**src/hw/sdram_bridge_pkg.sv**
```systemverilog
/*
 * shared widths, depths and FSM encodings for the SDRAM burst bridge
 * burst length is 1..64 words, a length of 0 is not legal on any port
 * FIFO depths must stay powers of two
 */
`default_nettype none

package sdram_bridge_pkg;

	// ------------------------------------------------------------------
	// data path sizes
	// ------------------------------------------------------------------
	localparam int unsigned ADDR_W    = 24;              // sdram word address
	localparam int unsigned DATA_W    = 16;              // one data word
	localparam int unsigned LEN_W     = 7;               // holds 1..64
	localparam int unsigned CMD_W     = ADDR_W + LEN_W;  // address plus length
	localparam int unsigned MAX_BURST = 64;

	// buffer depths
	localparam int unsigned TX_DEPTH  = 128;  // two full bursts of write data
	localparam int unsigned CMD_DEPTH = 8;    // queued write commands
	localparam int unsigned RX_DEPTH  = 64;   // exactly one read burst

	// ------------------------------------------------------------------
	// FSM states
	// ------------------------------------------------------------------
	typedef enum logic [1:0] {
		IDLE   = 2'b00,
		ACCESS = 2'b01,  // write request held until ack
		TRANS  = 2'b11   // streaming burst words out
	} burst_state_e;

	typedef enum logic [1:0] {
		RD_IDLE   = 2'b00,
		RD_ACCESS = 2'b01,  // read request held until ack
		RD_FILL   = 2'b11,  // collecting words into rx fifo
		RD_DRAIN  = 2'b10   // handing the burst to the user
	} rd_state_e;

endpackage

`default_nettype wire

```
**src/hw/sync_fifo.sv**
```systemverilog
/*
 * single clock first-word-fall-through FIFO, head word shows on rdata_o
 * DEPTH must be a power of two so the pointers wrap on their own
 * push on full and pop on empty are not guarded here
 */
`default_nettype none

module sync_fifo #(
	parameter int unsigned WIDTH = 16,
	parameter int unsigned DEPTH = 16
) (
	input  wire                         sys_clk,
	input  wire                         sys_rst_n,
	input  wire                         push_i,
	input  wire                         pop_i,
	input  wire  [WIDTH-1:0]            wdata_i,
	output logic [WIDTH-1:0]            rdata_o,
	output logic                        empty_o,
	output logic                        full_o,
	output logic [$clog2(DEPTH+1)-1:0]  count_o
);

	logic [WIDTH-1:0]          mem [DEPTH];       // storage, no reset
	logic [$clog2(DEPTH)-1:0]  wr_ptr;
	logic [$clog2(DEPTH)-1:0]  rd_ptr;
	logic [$clog2(DEPTH+1)-1:0] fill;             // occupancy

	// ------------------------------------------------------------------
	// pointers and occupancy
	// ------------------------------------------------------------------
	always_ff @(posedge sys_clk or negedge sys_rst_n) begin
		if (!sys_rst_n) begin
			wr_ptr <= '0;
			rd_ptr <= '0;
			fill   <= '0;
		end else begin
			if (push_i)
				wr_ptr <= wr_ptr + 1'b1;  // wraps at DEPTH
			if (pop_i)
				rd_ptr <= rd_ptr + 1'b1;
			// both at once leaves the count alone
			if (push_i && !pop_i)
				fill <= fill + 1'b1;
			else if (pop_i && !push_i)
				fill <= fill - 1'b1;
		end
	end

	always_ff @(posedge sys_clk) begin
		if (push_i)
			mem[wr_ptr] <= wdata_i;
	end

	assign rdata_o = mem[rd_ptr];  // fall-through head
	assign empty_o = (fill == '0);
	assign full_o  = (fill == DEPTH);
	assign count_o = fill;

endmodule

`default_nettype wire

```
**src/hw/wr_burst_engine.sv**
```systemverilog
/*
 * user write bursts in, SDRAM write request/ack sequence out
 * a command is queued only once all of its words sit in the tx fifo
 * wr_rdy_o needs room for a full 64 word burst, so short bursts waste room
 */
`default_nettype none

module wr_burst_engine
	import sdram_bridge_pkg::*;
(
	input  wire                 sys_clk,
	input  wire                 sys_rst_n,
	input  wire                 init_end_i,
	// user side
	input  wire                 wr_req_i,
	input  wire  [ADDR_W-1:0]   wr_addr_i,
	input  wire  [LEN_W-1:0]    wr_len_i,
	input  wire  [DATA_W-1:0]   wr_data_i,
	output logic                wr_rdy_o,
	// sdram side
	input  wire                 sdram_wr_ack_i,
	output logic                sdram_wr_req_o,
	output logic [ADDR_W-1:0]   sdram_wr_addr_o,
	output logic [LEN_W-1:0]    sdram_wr_len_o,
	output logic [DATA_W-1:0]   sdram_wr_data_o
);

	// capture side
	logic                              cap_busy;   // taking the trailing beats
	logic [LEN_W-1:0]                  cap_cnt;    // beats taken so far
	logic [ADDR_W-1:0]                 cap_addr;
	logic [LEN_W-1:0]                  cap_len;
	logic                              take_acc;   // accept edge, beat 0
	logic                              take_beat;  // beats 1..len-1
	logic                              cap_last;
	// fifo hookup
	logic                              tx_push;
	logic                              tx_pop;
	logic [DATA_W-1:0]                 tx_rdata;
	logic [$clog2(TX_DEPTH+1)-1:0]     tx_count;
	logic                              cmd_push;
	logic                              cmd_pop;
	logic [CMD_W-1:0]                  cmd_wdata;
	logic [CMD_W-1:0]                  cmd_rdata;
	logic                              cmd_empty;
	logic                              cmd_full;
	// sdram side
	burst_state_e                      wr_state;
	logic [LEN_W-1:0]                  beat_cnt;
	logic [ADDR_W-1:0]                 burst_addr;
	logic [LEN_W-1:0]                  burst_len;

	// ------------------------------------------------------------------
	// user capture
	// ------------------------------------------------------------------
	assign wr_rdy_o  = init_end_i && !cap_busy && !cmd_full &&
	                   (tx_count <= TX_DEPTH - MAX_BURST);  // room for a max burst
	assign take_acc  = wr_req_i && wr_rdy_o;
	assign take_beat = cap_busy && (cap_cnt != cap_len);
	assign cap_last  = (cap_cnt + 1'b1 == cap_len);

	assign tx_push   = take_acc || take_beat;
	// single word burst queues its command right at acceptance
	assign cmd_push  = (take_acc && (wr_len_i == LEN_W'(1))) || (take_beat && cap_last);
	assign cmd_wdata = take_acc ? {wr_addr_i, wr_len_i} : {cap_addr, cap_len};

	always_ff @(posedge sys_clk or negedge sys_rst_n) begin
		if (!sys_rst_n) begin
			cap_busy <= 1'b0;
			cap_cnt  <= '0;
		end else if (take_acc) begin
			cap_busy <= 1'b1;  // always one busy cycle, even for len 1
			cap_cnt  <= LEN_W'(1);
		end else if (cap_busy) begin
			if (take_beat)
				cap_cnt <= cap_cnt + 1'b1;
			if (!take_beat || cap_last)
				cap_busy <= 1'b0;
		end
	end

	always_ff @(posedge sys_clk) begin
		if (take_acc) begin
			cap_addr <= wr_addr_i;
			cap_len  <= wr_len_i;
		end
	end

	// ------------------------------------------------------------------
	// sdram write sequence
	// ------------------------------------------------------------------
	assign cmd_pop = (wr_state == IDLE) && !cmd_empty;
	assign tx_pop  = (wr_state == TRANS);  // one word per edge after ack

	always_ff @(posedge sys_clk or negedge sys_rst_n) begin
		if (!sys_rst_n) begin
			wr_state <= IDLE;
			beat_cnt <= '0;
		end else begin
			case (wr_state)
				IDLE: begin
					if (!cmd_empty)
						wr_state <= ACCESS;
				end
				ACCESS: begin
					if (sdram_wr_ack_i) begin
						wr_state <= TRANS;
						beat_cnt <= '0;
					end
				end
				TRANS: begin
					if (beat_cnt == burst_len - 1'b1)
						wr_state <= IDLE;  // forces the idle gap
					else
						beat_cnt <= beat_cnt + 1'b1;
				end
				default: wr_state <= IDLE;
			endcase
		end
	end

	always_ff @(posedge sys_clk) begin
		if (cmd_pop)
			{burst_addr, burst_len} <= cmd_rdata;
	end

	assign sdram_wr_req_o  = (wr_state == ACCESS);
	assign sdram_wr_addr_o = (wr_state == ACCESS) ? burst_addr : '0;
	assign sdram_wr_len_o  = (wr_state == ACCESS) ? burst_len : '0;
	assign sdram_wr_data_o = tx_rdata;  // head word, valid in TRANS

	// ------------------------------------------------------------------
	// buffers
	// ------------------------------------------------------------------
	sync_fifo #(
		.WIDTH (DATA_W),
		.DEPTH (TX_DEPTH)
	) u_tx_fifo (
		.sys_clk   (sys_clk),
		.sys_rst_n (sys_rst_n),
		.push_i    (tx_push),
		.pop_i     (tx_pop),
		.wdata_i   (wr_data_i),
		.rdata_o   (tx_rdata),
		.empty_o   (),
		.full_o    (),
		.count_o   (tx_count)
	);

	sync_fifo #(
		.WIDTH (CMD_W),
		.DEPTH (CMD_DEPTH)
	) u_cmd_fifo (
		.sys_clk   (sys_clk),
		.sys_rst_n (sys_rst_n),
		.push_i    (cmd_push),
		.pop_i     (cmd_pop),
		.wdata_i   (cmd_wdata),
		.rdata_o   (cmd_rdata),
		.empty_o   (cmd_empty),
		.full_o    (cmd_full),
		.count_o   ()
	);

endmodule

`default_nettype wire

```
**src/hw/rd_burst_engine.sv**
```systemverilog
/*
 * one read burst in flight at a time, the user waits on rd_rdy_o
 * the whole burst lands in the rx fifo before rd_valid_o starts
 * the user side has no back-pressure
 */
`default_nettype none

module rd_burst_engine
	import sdram_bridge_pkg::*;
(
	input  wire                 sys_clk,
	input  wire                 sys_rst_n,
	input  wire                 init_end_i,
	// user side
	input  wire                 rd_req_i,
	input  wire  [ADDR_W-1:0]   rd_addr_i,
	input  wire  [LEN_W-1:0]    rd_len_i,
	output logic                rd_rdy_o,
	output logic                rd_valid_o,
	output logic [DATA_W-1:0]   rd_data_o,
	// sdram side
	input  wire                 sdram_rd_ack_i,
	input  wire                 sdram_rd_valid_i,
	input  wire  [DATA_W-1:0]   sdram_rd_data_i,
	output logic                sdram_rd_req_o,
	output logic [ADDR_W-1:0]   sdram_rd_addr_o,
	output logic [LEN_W-1:0]    sdram_rd_len_o
);

	rd_state_e           rd_state;
	logic [LEN_W-1:0]    beat_cnt;    // words in during fill, words out during drain
	logic [ADDR_W-1:0]   burst_addr;
	logic [LEN_W-1:0]    burst_len;
	logic                accept;
	logic                rx_push;
	logic                rx_pop;
	logic                rx_done;     // this edge pushes the last word

	assign rd_rdy_o = init_end_i && (rd_state == RD_IDLE);
	assign accept   = rd_req_i && rd_rdy_o;

	// data may already flow while the ack is pending
	assign rx_push = sdram_rd_valid_i && ((rd_state == RD_ACCESS) || (rd_state == RD_FILL));
	assign rx_done = rx_push && (beat_cnt + 1'b1 == burst_len);
	assign rx_pop  = (rd_state == RD_DRAIN);

	// ------------------------------------------------------------------
	// read FSM
	// ------------------------------------------------------------------
	always_ff @(posedge sys_clk or negedge sys_rst_n) begin
		if (!sys_rst_n) begin
			rd_state <= RD_IDLE;
			beat_cnt <= '0;
		end else begin
			case (rd_state)
				RD_IDLE: begin
					if (accept) begin
						rd_state <= RD_ACCESS;
						beat_cnt <= '0;
					end
				end
				RD_ACCESS: begin
					if (rx_done) begin
						rd_state <= RD_DRAIN;  // burst complete before ack, unusual
						beat_cnt <= '0;
					end else begin
						if (sdram_rd_ack_i)
							rd_state <= RD_FILL;
						if (rx_push)
							beat_cnt <= beat_cnt + 1'b1;
					end
				end
				RD_FILL: begin
					if (rx_done) begin
						rd_state <= RD_DRAIN;
						beat_cnt <= '0;  // reused as drain counter
					end else if (rx_push) begin
						beat_cnt <= beat_cnt + 1'b1;
					end
				end
				RD_DRAIN: begin
					if (beat_cnt == burst_len - 1'b1)
						rd_state <= RD_IDLE;
					else
						beat_cnt <= beat_cnt + 1'b1;
				end
				default: rd_state <= RD_IDLE;
			endcase
		end
	end

	always_ff @(posedge sys_clk) begin
		if (accept) begin
			burst_addr <= rd_addr_i;
			burst_len  <= rd_len_i;
		end
	end

	assign sdram_rd_req_o  = (rd_state == RD_ACCESS);
	assign sdram_rd_addr_o = (rd_state == RD_ACCESS) ? burst_addr : '0;
	assign sdram_rd_len_o  = (rd_state == RD_ACCESS) ? burst_len : '0;
	assign rd_valid_o      = (rd_state == RD_DRAIN);  // len cycles back to back

	// rx buffer, sized for exactly one max burst
	sync_fifo #(
		.WIDTH (DATA_W),
		.DEPTH (RX_DEPTH)
	) u_rx_fifo (
		.sys_clk   (sys_clk),
		.sys_rst_n (sys_rst_n),
		.push_i    (rx_push),
		.pop_i     (rx_pop),
		.wdata_i   (sdram_rd_data_i),
		.rdata_o   (rd_data_o),
		.empty_o   (),
		.full_o    (),
		.count_o   ()
	);

endmodule

`default_nettype wire

```
**src/hw/sdram_fifo_bridge.sv**
```systemverilog
/*
 * bridge between a user burst port and an SDRAM controller burst port
 * single clock, writes and reads run independently of each other
 */
`default_nettype none

module sdram_fifo_bridge
	import sdram_bridge_pkg::*;
(
	input  wire                 sys_clk,
	input  wire                 sys_rst_n,
	input  wire                 init_end_i,       // sdram init finished
	// user write port
	input  wire                 wr_req_i,
	input  wire  [ADDR_W-1:0]   wr_addr_i,
	input  wire  [LEN_W-1:0]    wr_len_i,
	input  wire  [DATA_W-1:0]   wr_data_i,
	output logic                wr_rdy_o,
	// user read port
	input  wire                 rd_req_i,
	input  wire  [ADDR_W-1:0]   rd_addr_i,
	input  wire  [LEN_W-1:0]    rd_len_i,
	output logic                rd_rdy_o,
	output logic                rd_valid_o,
	output logic [DATA_W-1:0]   rd_data_o,
	// sdram write port
	input  wire                 sdram_wr_ack_i,
	output logic                sdram_wr_req_o,
	output logic [ADDR_W-1:0]   sdram_wr_addr_o,
	output logic [LEN_W-1:0]    sdram_wr_len_o,
	output logic [DATA_W-1:0]   sdram_wr_data_o,
	// sdram read port
	input  wire                 sdram_rd_ack_i,
	input  wire                 sdram_rd_valid_i,
	input  wire  [DATA_W-1:0]   sdram_rd_data_i,
	output logic                sdram_rd_req_o,
	output logic [ADDR_W-1:0]   sdram_rd_addr_o,
	output logic [LEN_W-1:0]    sdram_rd_len_o
);

	// ------------------------------------------------------------------
	// write path
	// ------------------------------------------------------------------
	wr_burst_engine u_wr_engine (
		.sys_clk         (sys_clk),
		.sys_rst_n       (sys_rst_n),
		.init_end_i      (init_end_i),
		.wr_req_i        (wr_req_i),
		.wr_addr_i       (wr_addr_i),
		.wr_len_i        (wr_len_i),
		.wr_data_i       (wr_data_i),
		.wr_rdy_o        (wr_rdy_o),
		.sdram_wr_ack_i  (sdram_wr_ack_i),
		.sdram_wr_req_o  (sdram_wr_req_o),
		.sdram_wr_addr_o (sdram_wr_addr_o),
		.sdram_wr_len_o  (sdram_wr_len_o),
		.sdram_wr_data_o (sdram_wr_data_o)
	);

	// ------------------------------------------------------------------
	// read path
	// ------------------------------------------------------------------
	rd_burst_engine u_rd_engine (
		.sys_clk          (sys_clk),
		.sys_rst_n        (sys_rst_n),
		.init_end_i       (init_end_i),
		.rd_req_i         (rd_req_i),
		.rd_addr_i        (rd_addr_i),
		.rd_len_i         (rd_len_i),
		.rd_rdy_o         (rd_rdy_o),
		.rd_valid_o       (rd_valid_o),
		.rd_data_o        (rd_data_o),
		.sdram_rd_ack_i   (sdram_rd_ack_i),
		.sdram_rd_valid_i (sdram_rd_valid_i),
		.sdram_rd_data_i  (sdram_rd_data_i),
		.sdram_rd_req_o   (sdram_rd_req_o),
		.sdram_rd_addr_o  (sdram_rd_addr_o),
		.sdram_rd_len_o   (sdram_rd_len_o)
	);

endmodule

`default_nettype wire

```
**config.mk**
```make
export PLATFORM = sky130hd
export DESIGN_NAME = sdram_fifo_bridge
export DESIGN_NICKNAME = d
export VERILOG_FILES = /design/src/hw/sdram_bridge_pkg.sv /design/src/hw/sync_fifo.sv /design/src/hw/wr_burst_engine.sv /design/src/hw/rd_burst_engine.sv /design/src/hw/sdram_fifo_bridge.sv
export SDC_FILE = /design/constraint.sdc
export NUM_CORES = 2
export LEC_CHECK = 0
export BUFFER_PORTS_ARGS = -buffer_cell sky130_fd_sc_hd__buf_2
export CAP_MARGIN = 10
export CORE_UTILIZATION = 60
export DETAILED_ROUTE_END_ITERATION = 8
export GPL_ROUTABILITY_DRIVEN = 0
export HOLD_SLACK_MARGIN = 0.06
export MAX_ROUTING_LAYER = met4
export PLACE_DENSITY = 0.77
export SLEW_MARGIN = 20
export SYNTH_ARGS = -nofsm -noshare
export SYNTH_HDL_FRONTEND = slang
export SYNTH_SLANG_ARGS = --single-unit
```
**constraint.sdc**
```tcl
create_clock -name sys_clk -period 6.49 [get_ports sys_clk]
set_input_delay 0.649 -clock sys_clk [delete_from_list [all_inputs] [get_ports sys_clk]]
set_output_delay 0.649 -clock sys_clk [all_outputs]
set_load 0.03 [all_outputs]
```
==> impl_metrics.tcl <==
set metrics [dict create \
    status "completed" \
    overflow 0 \
    worstMarginPinSlew_ns 1.21 \
    viasPerCell 6.77 \
    ys_ff_latch 3483 \
    io_pins 201 \
    power_density_nw_per_um2 425 \
    nets 6829 \
    finalNonFillerCells 9955 \
    grt_pass1_vias 67929 \
    post_cts.repair.setup_buffers 0 \
    die_w_um 476 \
    post-place-cells 9253 \
    via_count 67378 \
    die_area_sq_um 227000 \
    slew_violations 0 \
    numCtsBuffers 353 \
    root_buffer "clkbuf_16" \
    reg2reg_depth 7 \
    synth_xor_area_share_pct 0.533 \
    synth_area_leader_cell "edfxtp_1" \
    dr.first_iter.drc_count 9613 \
    fillers 12906 \
    finClkSkew_ns 0.0955 \
    hold_path_depth 1 \
    std_cell_rows 173 \
    wl_per_cell_um 33.2 \
    firstDrtPassIters 8 \
    finalHoldViolCount 0 \
    synth_edf_count 3413 \
    grt_setup_unrepaired "no" \
    synthTopCellsByCount "edfxtp_1, mux4_2, nor2_1" \
    drive_gt1_share_pct 28.7 \
    synthMuxAreaShare_pct 16.9 \
    grt_max_degree 102 \
    async_flop_share_pct 2.01 \
    maxCapViolCount 0 \
    max_freq_mhz 169 \
    tns_ns 0 \
    path_cells "buf_4 > buf_4 > mux2i_1 > o21ai_0 > a21oi_1 > a22oi_1 > buf_2" \
    synth_cell_types 67 \
    critPathMaxStageDelay_ns 0.85 \
    yosysMostFrequentCell "edfxtp_1" \
    relSlewSlack_pct 19.2 \
    dp_hpwl_mm 180 \
    clock_sinks 3483 \
    synth_top_area_share_pct 76.0 \
    drc_errors 0 \
    synth_top_family_by_area "multiplexers" \
    design.core.area_sq_um 223000 \
    crit_top_cell "buf_4" \
    synth_area_leaders "edfxtp_1, mux4_2, mux2i_1" \
    arrival_ns 5.26 \
    synth_adder_area_share_pct 0.234 \
    slowest_stage "o21ai_0" \
    critical_path_class "reg2out" \
    worstPathRequired_ns 5.84 \
    path_clk_slew_ns 0.06 \
    synthesis.nets 6225 \
    ir_worst_vdd_mv 0.348 \
    clock_path_buffers 4 \
    syn_area_sq_um 135000 \
    synth_compound_area_share_pct 1.66 \
    synth_cells 6099 \
    final_antenna_net_count 0 \
    path_max_fanout 30 \
    yosys.area_share.simple_pct 2.26 \
    synth_flop_cell "edfxtp_1" \
    ys.warnings.count 0 \
    whs_ns 0.139 \
    p_leak_uw 0.0492 \
    cts_tree "built" \
    io_buffers 200 \
    grt_use_total_pct 30.3 \
    totalWireLength_mm 330 \
    final_util_pct 68.7 \
    min_path_type "in2reg" \
    htree_levels 5 \
    post-route-min-period_ns 5.91 \
    syn_avg_cell_area_sq_um 22.1 \
    floorplan.initialDensity_pct 60.5 \
    min_period_over_period_pct 91.0 \
    clk_latency_ns 0.98 \
    die_h_um 476 \
    worst_setup_path_start_kind "flip-flop" \
    setup_viol 0 \
    area_growth_pct 13.4 \
    antenna_found_initial 20 \
    yosysSeqAreaShare_pct 77.3 \
    critPathCaptureType "primary output" \
    grt_pass1_wl_mm 473 \
]
[logic make-up (layout without fill, tap and decap cells)]
logic type,after synthesis,in the layout
simple gates,665,665
flops,3483,3483
fa+ha+maj,24,24
mux,1155,1155
buf+inv,348,1210
compound gates,345,345
xor+xnor,79,79
other cells,0,19
[worst max-delay path, delay by kind of cell (launching register included)]
family | cells | cell delay (ns)
AOI/OAI and AO/OA | 3 | 1.74
buffers and inverters | 3 | 1.49
DFF | 1 | 0.76
muxes | 1 | 0.26
[sequential cells by signal (all words and copies together), names as in the netlist, 7 cells and up]
register / count
u_wr_engine.u_tx_fifo.count_o: 8
u_wr_engine.u_tx_fifo.rd_ptr: 7
u_wr_engine.cap_cnt: 7
u_wr_engine.u_cmd_fifo.mem: 248
u_rd_engine.burst_len: 7
u_wr_engine.burst_addr: 24
u_wr_engine.burst_len: 7
u_wr_engine.cap_addr: 24
u_rd_engine.beat_cnt: 7
u_wr_engine.u_tx_fifo.mem: 2048
u_wr_engine.cap_len: 7
u_wr_engine.beat_cnt: 7
u_rd_engine.u_rx_fifo.mem: 1024
u_rd_engine.burst_addr: 24
u_wr_engine.u_tx_fifo.wr_ptr: 7
[placed cells by master, fill, tap and decap left out, types with 60 or more instances in the layout]
cell	instances
dlygate4sd3_1	70
buf_4	315
mux4_2	891
a21oi_1	96
nand2_1	204
dfrtp_1	61
edfxtp_1	3413
and2_1	71
mux2i_1	218
buf_2	171
clkbuf_1	73
a22oi_1	60
nor2_1	213
clkbuf_16	361
[report_power, final]
group	internal (uW)	switching [uW]
clock network	11600	8350
logic	7910	10400
registers	25700	1070
[timing repair]
item | 4_1_cts | 5_1_grt
resized for setup | 0 | 0
endpoints found under the hold margin | 128 | 0
hold buffers | 70 | 0
[area by class of cell]
class	instances	area (sq um)	area share (%)
Multi-Input combinational cell	2268	29300	19.1
Antenna cell	19	47.5	0.0311
Timing Repair Buffer	577	4330	2.83
Clock inverter	160	1650	1.08
Clock buffer	453	9570	6.26
Tap cell	2975	3720	2.43
Inverter	20	80.1	0.0524
Sequential cell	3483	104000	68.2
[metrics by stage]
step	total power [uW]	instance area [sq um]	setup WS, ns
after floorplan	39100	135000	1.98
after global placement	44800	141000	1.65
after detailed placement	45100	141000	1.67
after CTS	65100	153000	0.676
after global routing	66800	153000	0.502
final	65000	153000	0.583
[path summary, 6_finish.rpt]
| path | from | end | slack [ns] |
|---|---|---|---|
| min in group asynchronous | sys_rst_n | u_wr_engine.beat_cnt[3]$_DFFE_PN0P_ | 0.22 |
| max in group asynchronous | sys_rst_n | u_wr_engine.u_tx_fifo.rd_ptr[0]$_DFFE_PN0P_ | 5.04 |
| min | wr_data_i[12] | u_wr_engine.u_tx_fifo.mem[124][12]$_DFFE_PP_ | 0.14 |
| max reg2reg | u_wr_engine.u_tx_fifo.count_o[1]$_DFFE_PN0P_ | u_wr_engine.u_tx_fifo.mem[100][13]$_DFFE_PP_ | 2.13 |
| max | u_wr_engine.u_tx_fifo.rd_ptr[2]$_DFFE_PN0P_ | sdram_wr_data_o[2] | 0.58 |
| min reg2reg | u_wr_engine.u_tx_fifo.count_o[7]$_DFFE_PN0P_ | u_wr_engine.u_tx_fifo.count_o[7]$_DFFE_PN0P_ | 0.47 |
[metal layers]
metal | routed length [um] | global-route usage, %
met1 | 121000 | 40.7
met2 | 161000 | 46.4
met3 | 35800 | 6.87
met4 | 12400 | 10.6
met5 | 0 | -
No activity file was read; power rests on OpenSTA's default activity.
